**src/snd_consts.svh**
```systemverilog
// Sound board constants
`ifndef SND_CONSTS_SVH
`define SND_CONSTS_SVH

// Mixer layout
`define SND_NCHAN       3       // FM left, FM right, PCM

// Gains in 4.4 fixed point
`define SND_FM_GAIN     8'h10   // Unity

// One-pole low-pass on the PCM channel
`define SND_POLE_A      10      // a = 10/16, about 4kHz

// Sound ROM map
`define SND_ROM_AW      19
`define SND_ROM_OFFSET  19'h10000   // Sound ROM sits above the main code

// CPU bus widths
`define SND_AW          16
`define SND_DW          8

// Raw PCM width from the ADPCM chip
`define SND_PCM_W       9

`endif
```
**src/snd_audio_pkg.sv**
```systemverilog
// Audio path types
package snd_audio_pkg;

    // Channel sample as seen by the mixer
    typedef logic signed [15:0] sample_t;

    // 4.4 fixed point, 8'h10 is unity
    typedef logic [7:0] gain_t;

    // Sample times gain after dropping the fraction
    typedef logic signed [23:0] scaled_t;

endpackage

```
**src/snd_bus_pkg.sv**
```systemverilog
// Sound CPU bus types
package snd_bus_pkg;

    // Sound board variants, picked from game_id
    typedef enum logic [7:0] {
        B5521,  // Also covers 5704
        B5358,  // Priority-encoded upper bank
        B5797   // Swapped msb3/msb4
    } board_t;

    // One flag per decoded device
    typedef struct packed {
        logic rom;      // Fixed or banked ROM
        logic ram;      // F800-FFFF
        logic bank;     // 8000-DFFF window
        logic fm;       // YM2151 port
        logic pcm;      // uPD7759 port
        logic misc;     // Control latch
        logic mapper;   // Main-board mapper
    } chip_sel_t;

endpackage

```
**src/snd_chan_if.sv**
```systemverilog
// Mixer channel link
`timescale 1ns/100ps

interface snd_chan_if;
    snd_audio_pkg::sample_t in_sample;  // Channel input
    snd_audio_pkg::gain_t   gain;       // Registered gain
    logic                   strobe;     // FM sample pulse
    snd_audio_pkg::scaled_t scaled;     // Gain-scaled sample

    // Source side, loads samples and gains
    modport feed (
        output in_sample,
        output gain,
        output strobe
    );

    // Per-channel multiplier
    modport chan (
        input  in_sample,
        input  gain,
        input  strobe,
        output scaled
    );

    // Summing stage
    modport drain (
        input  scaled,
        input  strobe
    );
endinterface

```
**src/snd_board.sv**
```systemverilog
// Sound board glue top
`timescale 1ns/100ps
`include "snd_consts.svh"

module snd_board (
    input  logic                          clk,
    input  logic                          rst,
    // Sound CPU bus
    input  logic [7:0]                    game_id,
    input  logic [`SND_AW-1:0]            addr,
    input  logic                          mreq_n,
    input  logic                          iorq_n,
    input  logic                          m1_n,
    input  logic                          rd_n,
    input  logic                          wr_n,
    input  logic [`SND_DW-1:0]            cpu_dout,
    input  logic [`SND_DW-1:0]            fm_dout,
    input  logic [`SND_DW-1:0]            ram_dout,
    input  logic [`SND_DW-1:0]            mapper_dout,
    input  logic                          pcm_busyn,
    output snd_bus_pkg::chip_sel_t        sel,
    output logic [`SND_ROM_AW-1:0]        rom_addr,
    output logic [`SND_DW-1:0]            cpu_din,
    output logic                          mapper_rd,
    output logic                          mapper_wr,
    output logic                          pcm_rst,
    output logic                          pcm_mdn,
    // Audio sources
    input  logic                          sample,
    input  snd_audio_pkg::sample_t        fm_left,
    input  snd_audio_pkg::sample_t        fm_right,
    input  logic signed [`SND_PCM_W-1:0]  pcm_raw,
    input  logic [1:0]                    fxlevel,
    input  logic                          enable_fm,
    input  logic                          enable_psg,
    // Mixed output
    output snd_audio_pkg::sample_t        snd,
    output logic                          peak,
    output logic                          snd_valid
);

    snd_chan_if ch [`SND_NCHAN] ();    // 0 FM L, 1 FM R, 2 PCM

    snd_bus_decode u_decode (
        .clk         (clk),
        .rst         (rst),
        .game_id     (game_id),
        .addr        (addr),
        .mreq_n      (mreq_n),
        .iorq_n      (iorq_n),
        .m1_n        (m1_n),
        .rd_n        (rd_n),
        .wr_n        (wr_n),
        .cpu_dout    (cpu_dout),
        .fm_dout     (fm_dout),
        .ram_dout    (ram_dout),
        .mapper_dout (mapper_dout),
        .pcm_busyn   (pcm_busyn),
        .sel         (sel),
        .rom_addr    (rom_addr),
        .cpu_din     (cpu_din),
        .mapper_rd   (mapper_rd),
        .mapper_wr   (mapper_wr),
        .pcm_rst     (pcm_rst),
        .pcm_mdn     (pcm_mdn)
    );

    snd_chan_feed u_feed (
        .clk        (clk),
        .rst        (rst),
        .sample     (sample),
        .fm_left    (fm_left),
        .fm_right   (fm_right),
        .pcm_raw    (pcm_raw),
        .fxlevel    (fxlevel),
        .enable_fm  (enable_fm),
        .enable_psg (enable_psg),
        .ch         (ch)
    );

    // One multiplier per channel
    for (genvar i = 0; i < `SND_NCHAN; i++) begin : g_scale
        snd_chan_scale u_scale (
            .clk (clk),
            .rst (rst),
            .ch  (ch[i])
        );
    end

    snd_mix_sum #(
        .NCH (`SND_NCHAN)
    ) u_mix (
        .clk       (clk),
        .rst       (rst),
        .ch        (ch),
        .snd       (snd),
        .peak      (peak),
        .snd_valid (snd_valid)
    );

endmodule

```
**src/snd_mix_sum.sv**
```systemverilog
// Channel sum and clamp
`timescale 1ns/100ps

module snd_mix_sum #(
    parameter int NCH = 3
) (
    input  logic                    clk,
    input  logic                    rst,
    snd_chan_if.drain               ch [NCH],
    output snd_audio_pkg::sample_t  snd,
    output logic                    peak,
    output logic                    snd_valid
);

    localparam int SW = $bits(snd_audio_pkg::scaled_t) + $clog2(NCH) + 1;
    localparam logic signed [SW-1:0] SMAX = 32767;
    localparam logic signed [SW-1:0] SMIN = -32768;

    snd_audio_pkg::scaled_t scaled_v [NCH];
    logic [NCH-1:0]         strobe_v;
    logic                   strobe_d;   // Scalers have loaded
    logic signed [SW-1:0]   sum;
    logic signed [SW-1:0]   clamped;
    logic                   over;

    for (genvar i = 0; i < NCH; i++) begin : g_tap
        assign scaled_v[i] = ch[i].scaled;
        assign strobe_v[i] = ch[i].strobe;
    end

    always_comb begin
        sum = '0;
        for (int i = 0; i < NCH; i++) begin
            sum = sum + SW'(scaled_v[i]);   // Sign-extended
        end
        over    = 1'b1;
        clamped = sum;
        if (sum > SMAX) begin
            clamped = SMAX;
        end else if (sum < SMIN) begin
            clamped = SMIN;
        end else begin
            over = 1'b0;
        end
    end

    always_ff @(posedge clk or posedge rst) begin
        if (rst) begin
            strobe_d  <= 1'b0;
            snd       <= '0;
            peak      <= 1'b0;
            snd_valid <= 1'b0;
        end else begin
            strobe_d  <= |strobe_v;
            snd_valid <= strobe_d;
            if (strobe_d) begin
                snd  <= snd_audio_pkg::sample_t'(clamped);
                peak <= over;           // Per sample, not sticky
            end
        end
    end

endmodule

```
**src/snd_chan_scale.sv**
```systemverilog
// Channel gain stage
`timescale 1ns/100ps

module snd_chan_scale (
    input  logic        clk,
    input  logic        rst,
    snd_chan_if.chan    ch
);

    logic signed [24:0] prod;   // 16 x 9 signed

    // Gain is unsigned, so a zero sign bit goes in front
    assign prod = ch.in_sample * $signed({1'b0, ch.gain});

    always_ff @(posedge clk or posedge rst) begin
        if (rst) begin
            ch.scaled <= '0;
        end else if (ch.strobe) begin
            ch.scaled <= snd_audio_pkg::scaled_t'(prod >>> 4);  // 4.4 fraction out
        end
    end

endmodule

```
**src/snd_chan_feed.sv**
```systemverilog
// Mixer channel feeder
`timescale 1ns/100ps
`include "snd_consts.svh"

module snd_chan_feed (
    input  logic                          clk,
    input  logic                          rst,
    input  logic                          sample,     // FM sample pulse
    input  snd_audio_pkg::sample_t        fm_left,
    input  snd_audio_pkg::sample_t        fm_right,
    input  logic signed [`SND_PCM_W-1:0]  pcm_raw,
    input  logic [1:0]                    fxlevel,
    input  logic                          enable_fm,
    input  logic                          enable_psg,
    snd_chan_if.feed                      ch [`SND_NCHAN]
);

    localparam int POLE_B = 16 - `SND_POLE_A;  // Weight of the new input

    snd_audio_pkg::gain_t                 fm_gain;
    snd_audio_pkg::gain_t                 pcm_gain;
    logic signed [`SND_PCM_W-1:0]         y;          // Filter state
    logic signed [`SND_PCM_W:0]           diff;       // One extra bit
    logic signed [15:0]                   prod;
    logic signed [15:0]                   step;

    // Gains, refreshed every clock
    always_ff @(posedge clk or posedge rst) begin
        if (rst) begin
            fm_gain  <= '0;
            pcm_gain <= '0;
        end else begin
            fm_gain <= enable_fm ? `SND_FM_GAIN : 8'h00;
            case (fxlevel)
                2'd0: pcm_gain <= 8'h04;   // 1/4
                2'd1: pcm_gain <= 8'h08;   // 1/2
                2'd2: pcm_gain <= 8'h10;
                2'd3: pcm_gain <= 8'h20;   // x2
            endcase
            if (!enable_psg) begin
                pcm_gain <= 8'h00;          // PCM muted
            end
        end
    end

    // One-pole low-pass, y += (x - y) * (1 - a)
    always_comb begin
        diff = (`SND_PCM_W+1)'(pcm_raw) - (`SND_PCM_W+1)'(y);
        prod = diff * $signed(6'(POLE_B));
        step = prod >>> 4;      // Drop the 4-bit fraction
    end

    always_ff @(posedge clk or posedge rst) begin
        if (rst) begin
            y <= '0;
        end else if (sample) begin
            y <= y + `SND_PCM_W'(step);
        end
    end

    // Channel loading
    assign ch[0].in_sample = fm_left;
    assign ch[0].gain      = fm_gain;
    assign ch[1].in_sample = fm_right;
    assign ch[1].gain      = fm_gain;
    assign ch[2].in_sample = {y, 7'd0};     // 9 bits up to full scale
    assign ch[2].gain      = pcm_gain;

    for (genvar i = 0; i < `SND_NCHAN; i++) begin : g_strobe
        assign ch[i].strobe = sample;       // Common sample rate
    end

endmodule

```
**src/snd_bus_decode.sv**
```systemverilog
// Sound CPU bus decoder
`timescale 1ns/100ps
`include "snd_consts.svh"

module snd_bus_decode (
    input  logic                      clk,
    input  logic                      rst,
    input  logic [7:0]                game_id,
    input  logic [`SND_AW-1:0]        addr,
    input  logic                      mreq_n,
    input  logic                      iorq_n,
    input  logic                      m1_n,
    input  logic                      rd_n,
    input  logic                      wr_n,
    input  logic [`SND_DW-1:0]        cpu_dout,
    input  logic [`SND_DW-1:0]        fm_dout,
    input  logic [`SND_DW-1:0]        ram_dout,
    input  logic [`SND_DW-1:0]        mapper_dout,
    input  logic                      pcm_busyn,
    output snd_bus_pkg::chip_sel_t    sel,
    output logic [`SND_ROM_AW-1:0]    rom_addr,
    output logic [`SND_DW-1:0]        cpu_din,
    output logic                      mapper_rd,
    output logic                      mapper_wr,
    output logic                      pcm_rst,
    output logic                      pcm_mdn
);

    snd_bus_pkg::board_t       board;
    logic [5:0]                rom_msb;     // Bank bits from the latch
    logic [`SND_ROM_AW-1:0]    bank_addr;   // Before the ROM offset
    logic                      io_cycle;

    assign io_cycle = !iorq_n && m1_n;  // Skip interrupt acknowledge

    // Board variant from the game code
    always_comb begin
        if (game_id[7:5] == 3'b001) begin
            board = snd_bus_pkg::B5797;
        end else if (game_id[7:4] == 4'b0001) begin
            board = snd_bus_pkg::B5358;
        end else begin
            board = snd_bus_pkg::B5521;
        end
    end

    // Chip selects
    always_comb begin
        sel      = '0;
        sel.ram  = !mreq_n && (&addr[15:11]);                      // F800 up
        sel.bank = !mreq_n && addr[15:12] >= 4'h8 && addr[15:12] <= 4'hd;
        sel.rom  = (!mreq_n && !addr[15]) || sel.bank;
        if (io_cycle) begin
            case (addr[7:6])    // Port map on A7:A6
                2'd0: sel.fm     = 1'b1;
                2'd1: sel.misc   = 1'b1;
                2'd2: sel.pcm    = 1'b1;
                2'd3: sel.mapper = 1'b1;
            endcase
        end else begin
            sel.mapper = !mreq_n && addr[15:11] == 5'b11101;   // E800-EFFF
        end
    end

    assign mapper_rd = sel.mapper && !rd_n;
    assign mapper_wr = sel.mapper && !wr_n;

    // Banked ROM address
    always_comb begin
        bank_addr = `SND_ROM_AW'(addr[14:0]);
        if (sel.bank) begin
            case (board)
                snd_bus_pkg::B5797: begin
                    bank_addr[18:14] = {rom_msb[3], rom_msb[4], rom_msb[2:0]};
                end
                snd_bus_pkg::B5358: begin
                    bank_addr[15:14] = rom_msb[1:0];
                    // Highest set bit of msb5:2, msb2 gives 0
                    if (rom_msb[5]) begin
                        bank_addr[17:16] = 2'd3;
                    end else if (rom_msb[4]) begin
                        bank_addr[17:16] = 2'd2;
                    end else if (rom_msb[3]) begin
                        bank_addr[17:16] = 2'd1;
                    end else begin
                        bank_addr[17:16] = 2'd0;    // msb2 or none
                    end
                end
                default: begin
                    bank_addr[17:14] = rom_msb[3:0];
                end
            endcase
        end
    end

    assign rom_addr = bank_addr + `SND_ROM_OFFSET;

    // Read data back to the CPU, one clock late
    always_ff @(posedge clk) begin
        if (sel.rom) begin
            cpu_din <= 8'hff;       // ROM data is served off-board
        end else if (sel.ram) begin
            cpu_din <= ram_dout;
        end else if (sel.fm) begin
            cpu_din <= fm_dout;
        end else if (sel.pcm) begin
            cpu_din <= {pcm_busyn, 7'h7f};     // Busy flag on D7
        end else if (sel.mapper) begin
            cpu_din <= mapper_dout;
        end else begin
            cpu_din <= 8'hff;       // Open bus
        end
    end

    // Control latch
    always_ff @(posedge clk or posedge rst) begin
        if (rst) begin
            rom_msb <= 6'd0;
            pcm_rst <= 1'b1;    // PCM held in reset
            pcm_mdn <= 1'b1;    // Stand-alone mode
        end else if (sel.misc && !wr_n) begin
            rom_msb <= cpu_dout[5:0];
            pcm_rst <= ~cpu_dout[6];
            pcm_mdn <= ~cpu_dout[7];
        end
    end

endmodule

```
**config.mk**
```make
export PLATFORM = sky130hd
export DESIGN_NAME = snd_board
export DESIGN_NICKNAME = d
export VERILOG_FILES = /design/src/snd_audio_pkg.sv /design/src/snd_bus_pkg.sv /design/src/snd_chan_if.sv /design/src/snd_board.sv /design/src/snd_mix_sum.sv /design/src/snd_chan_scale.sv /design/src/snd_chan_feed.sv /design/src/snd_bus_decode.sv
export VERILOG_INCLUDE_DIRS = /design/src
export SDC_FILE = /design/constraint.sdc
export NUM_CORES = 1
export LEC_CHECK = 0
export ABC_AREA = 0
export BUFFER_PORTS_ARGS = -buffer_cell sky130_fd_sc_hd__buf_2
export CORE_AREA = 2 2 158 160
export DETAILED_ROUTE_END_ITERATION = 8
export DIE_AREA = 0 0 160 162
export GPL_ROUTABILITY_DRIVEN = 1
export PLACE_DENSITY_LB_ADDON = 0.1
export SETUP_SLACK_MARGIN = 0.2
export SKIP_CTS_REPAIR_TIMING = 1
export SKIP_LAST_GASP = 1
export SLEW_MARGIN = 10
export SYNTH_ARGS = -nofsm -noshare
export SYNTH_HDL_FRONTEND = slang
export SYNTH_SLANG_ARGS = --single-unit
export TNS_END_PERCENT = 5
```
**constraint.sdc**
```tcl
create_clock -name clk -period 6.15 [get_ports clk]
set_clock_uncertainty 0.1 [all_clocks]
set_input_delay 1.23 -clock clk [delete_from_list [all_inputs] [get_ports clk]]
set_output_delay 1.23 -clock clk [all_outputs]
set_load 0.05 [all_outputs]
```
Yosys cells after proc, flatten, opt, wreduce, memory -nomap -nowiden

Cells that the tools add are included.

Register bits after elaboration: 120

$mul: 4
Reduce and logical (&&, ||, !) cells: 18
Bitwise operators: 2
Multiplexer cells: 25
Equal/unequal tests: 11
Magnitude comparators: 4
$add $sub $neg: 5

Operators with widths:

| kind                                                                               | count |
|---|---|
| 16-bit by 9-bit multiplier with 25-bit output                                      | 2 |
| 8-bit 2-to-1 mux                                                                   | 6 |
| 16-bit 2-to-1 mux                                                                  | 2 |
| 8-bit case mux with 4 select lines                                                 | 1 |
| 27-bit by 16-bit greater-than comparator with 1-bit output (second input constant) | 1 |
| 27-bit by 16-bit < comparator with 1-bit output (second input constant)            | 1 |
| 22-bit by 21-bit adder with 23-bit output                                          | 1 |
| 21-bit by 21-bit adder with 22-bit output                                          | 1 |
| 19-bit by 17-bit adder with 19-bit output (second input constant)                  | 1 |
| 9-bit by 9-bit multiplier with 18-bit output                                       | 1 |
| 10-bit by 3-bit multiplier with 12-bit output (second input constant)              | 1 |
| 1-bit 2-to-1 mux                                                                   | 10 |
| 5-bit 2-to-1 mux                                                                   | 2 |
| 9-bit by 9-bit subtractor with 10-bit output                                       | 1 |
| 9-bit adder                                                                        | 1 |
| 1-bit logical AND                                                                  | 9 |
| 2-bit == test (second input constant)                                              | 4 |
| 8-bit by 1-bit == test with 1-bit output (second input constant)                   | 1 |
| 8-bit by 2-bit == test with 1-bit output (second input constant)                   | 1 |
| 4-bit case mux with 2 select lines                                                 | 1 |
| 5-bit == test (second input constant)                                              | 1 |
| 1-bit logical NOT                                                                  | 5 |
| 5-bit AND reduction                                                                | 1 |
| 2-bit by 1-bit == test with 1-bit output (second input constant)                   | 2 |
| other kinds (9)                                                                    | 12 |

Logic depth before layout (Yosys ltp)

Word-level depth: 7
Mapped depth: 25

Modules after synthesis

A second synthesis with hierarchy kept.

Cell total of the unflattened synthesis: 2544
Area, all modules: 22744.3 um^2

By module, submodules not included:

| module                              | cells each | times used | area each (um^2) |
|---|---|---|---|
| snd_chan_scale (g_scale[1].u_scale) | 612        | 1          | 5510.3 |
| snd_chan_scale (g_scale[0].u_scale) | 601        | 1          | 5492.8 |
| snd_chan_scale (g_scale[2].u_scale) | 603        | 1          | 5474.0 |
| snd_mix_sum                         | 347        | 1          | 2990.4 |
| snd_chan_feed                       | 268        | 1          | 2187.1 |
| snd_bus_decode                      | 113        | 1          | 1089.8 |

Least setup slack after synthesis

Ideal clock, no wire load.

Path kind: input to register
Start point: input pcm_raw[0]
End point: register u_feed.y[8]
Data arrival time: 5.082 ns
Stages on the path: 24
Slack: 0.888 ns
Setup time: 0.080 ns
Path through: inv_1 -> ha_1 -> inv_1 -> fa_1 -> nand2_1 -> nand2_1 -> a21oi_1 -> o21bai_1 -> a21oi_1 -> xnor2_1 -> ha_1 -> ha_1 -> or2_2 -> a21oi_1 -> a21oi_1 -> a21oi_1 -> xnor2_1 -> ha_1 -> nor3_1 -> nor2_1 -> o41ai_1 -> xnor3_1 -> nor2_1 -> xnor2_1

Word-level cells in the longest chain between the ends: 3

Ends and longest elaborated chain:

| element                                       | RTL line            | text |
|---|---|---|
| start: declaration                            | snd_board.sv:32     | `` input logic signed [`SND_PCM_W-1:0] pcm_raw, `` |
| 9-bit by 9-bit subtractor with 10-bit output  | snd_chan_feed.sv:48 | `` diff = (`SND_PCM_W+1)'(pcm_raw) - (`SND_PCM_W+1)'(y); `` |
| 10-bit by 3-bit multiplier with 12-bit output | snd_chan_feed.sv:49 | `prod = diff * $signed(6'(POLE_B));` |
| 9-bit adder                                   | snd_chan_feed.sv:57 | `` y <= y + `SND_PCM_W'(step); `` |
| end signal: assignment                        | snd_chan_feed.sv:57 |  |
| end: declaration                              | snd_chan_feed.sv:22 | `` logic signed [`SND_PCM_W-1:0] y; `` |

No other way between the ends.
A chain may end at the register's enable or synchronous reset.

Worst setup path after layout

Same ends and word-level chain as after synthesis.

==> run_results.csv <==
group,metric,value,unit
yosys,synth_seq_cells,97,
yosys,synth_common_cells,"inv_1, ha_1, dfrtp_1",
worst_setup_path,end_kind,"flip-flop",
detailed_routing,firstDrtPassIters,6,
finish,layout-drive-gt1-share,19.0,%
job,timing.max_cap.violations,0,
worst_setup_path,critPathMostFrequentCell,"a21oi_1",
yosys,yosys.area.top_type_share,26.2,%
timing,setup_violations,0,
floorplan,fp.dieArea,25900,um2
placed_design,dp_hpwl,15.8,mm
global_routing,grt_overflow_total,0,
yosys,yosysWarnings,0,
yosys,synth_edf_count,0,
worst_setup_path,crit_required,6.33,ns
yosys,syn_inst,899,
clock_tree,insertion_delay,0.35,ns
timing,rsz0062_at_grt,"false",
clock_tree,clk_path_buf_depth,2,
yosys,syn_area,8320,um2
placed_design,placed_area,9260,um2
outcome,status,"completed",
finish,final_cells,1343,
floorplan,fp.coreArea,24100,um2
power,p_leak,4.73,nW
global_routing,grt_max_degree,60,
finish,design_area,9540,um2
placed_design,place.gp.congestion,0.811,
yosys,yosysMostFrequentCell,"inv_1",
detailed_routing,wirelength,20.1,mm
timing,slew_violations,0,
detailed_routing,antenna_left,0,
timing,fmax,186,MHz
floorplan,die_h,162,um
timing,period_share,87.5,%
timing,fin_crit,5.38,ns
timing,hold_violations,0,
power,power_density,642,nW/um2
placed_design,port_buffers,143,
power,peakVddDrop,0.000743,V
yosys,synth_nets,1146,
timing,hold_ws,0.399,ns
detailed_routing,vias,6546,
yosys,synth_ff_type,"dfrtp_1",
placed_design,post-place-ws,0.392,ns
worst_setup_path,worst-setup-path-type,"in2reg",
clock_tree,cts.clk_slew.worst_paths,0.07,ns
finish,syn2layout_area_growth,14.6,%
finish,fill_cells,2476,
detailed_routing,drtIter0Drc,359,
global_routing,antenna_found_initial,1,
worst_setup_path,cp_max_fo,4,
min_path,min_path_type,"reg2reg",
timing,worstMarginPinSlew,0.957,ns
worst_setup_path,cp-start-kind,"input pin",
worst_setup_path,arrival,5.56,ns
global_routing,grt_pass1_wl,34.4,mm
global_routing,grt_pass1_vias,6718,
yosys,synth_top_area_cell,"dfrtp_1",
clock_tree,cts_buffers,9,
timing,slew_headroom,35.9,%
finish,nets,1260,
floorplan,io_pins,166,
floorplan,die_w,160,um
detailed_routing,avgRoutedWirePerCell,15.0,um
detailed_routing,vias_per_cell,4.87,
yosys,ys_seq_area_share,28.7,%
floorplan,fp-row-count,57,
power,finalPower,6.12,mW
global_routing,track_usage,16.3,%
clock_tree,htreeDepth,3,
yosys,synthTopCellsByArea,"dfrtp_1, ha_1, fa_1",
floorplan,initial_core_util,34.5,%
worst_setup_path,slowest_delay,0.40,ns
timing,finalSetupTns,0,ns
yosys,ys_types,68,
clock_tree,clk_root_buffer_cell,"clkbuf_16",
timing,setup_slack,0.766,ns
clock_tree,clock-sinks,97,
placed_design,dp.cells,1326,
yosys,syn_area_per_cell,9.26,um2
finish,postLayoutCoreUtil,39.6,%
yosys,async_flop_share,91.8,%
detailed_routing,drcViolationCount,0,
clock_tree,cts_tree,"built",
worst_setup_path,slowest_stage,"fa_1",
[cell families (layout without fill, tap and decap cells)]
group	after synthesis	count (layout)	share of synthesized area, %
simple gates	228	228	13.8
mux	15	15	2.01
other cells	0	1	0
fa+ha+maj	137	137	24.1
flops	97	97	28.7
buf+inv	152	271	7.65
compound gates	222	222	18.5
xor+xnor	48	48	5.22
[cell usage in the layout, fill, tap and decap left out, drive strengths merged, types with 4 or more instances in the layout]
cell and count:
xnor2 39, buf 149, and3 4, a211oi 5, dfxtp 8, a21oi 52
a31oi 6, nor3 7, nor2b 8, xor2 8, mux2 14, or3 5
and2 35, ha 98, a21o 13, nor3b 5, clkbuf 12, a41oi 12
fa 39, o21ai 42, o21bai 12, nand3 10, a22o 26, nor2 52
nand2 67, o31ai 6, nand4 20, o211ai 10, dfrtp 87, o22ai 8
o21a 9, inv 106
[area by class of cell]
type	count	area (um2)	share of cell area, %
clock inverter	4	28.8	0.302
multi-input combinational	650	5300	55.6
antenna	1	2.50	0.0262
inverter	106	400	4.20
sequential	97	2390	25.1
timing repair buffer	149	761	7.98
clock buffer	12	246	2.58
tap	324	405	4.25
[report_power, final]
part	internal (mW)	switching, mW
sequential	0.814	0.135
combinational	2.11	2.51
clock	0.286	0.261
[final timing paths]
check / slack (ns) / endpoint / start / depth (start not counted)
max: 0.77 / u_feed.y[8]$_DFFE_PP0P_ / pcm_raw[0] / 25
max in group asynchronous: 4.05 / u_mix.snd[5]$_DFFE_PP0P_ / rst / 3
min in group asynchronous: 0.77 / u_feed.ch[2].gain[5]$_DFF_PP0_ / rst / 2
max reg2reg: 1.22 / u_feed.y[8]$_DFFE_PP0P_ / u_feed.y[1]$_DFFE_PP0P_ / 21
min reg2reg: 0.40 / u_mix.peak$_DFFE_PP0P_ / u_mix.peak$_DFFE_PP0P_ / 2
min: 0.40 / u_mix.peak$_DFFE_PP0P_ / u_mix.peak$_DFFE_PP0P_ / 2
[state kept, by name, indices dropped and copies added (netlist names)]
signal,count
g_scale.u_scale.ch.scaled,48
u_decode.cpu_din,8
u_decode.pcm_mdn,1
u_decode.pcm_rst,1
u_decode.rom_msb,6
u_feed.ch.gain,5
u_feed.y,9
u_mix.peak,1
u_mix.snd,16
u_mix.snd_valid,1
u_mix.strobe_d,1
[metal layers]
metal  global-route usage (%)  wire [um]
met1                     23.0      10100
met3                     3.14       1010
met2                     26.3       8840
met5                        0          0
met4                     2.74        142
[worst max-delay path: cells and delay by family]
family / cells / cell delay, ns
AOI/OAI and AO/OA: 7 / 1.07
and+or+nand+nor: 6 / 0.75
xor gates and xnor gates: 4 / 0.83
adders and majority gates: 5 / 1.48
buffers and inverters: 3 / 0.19
Note: power is estimated with default switching activity, not from simulation.
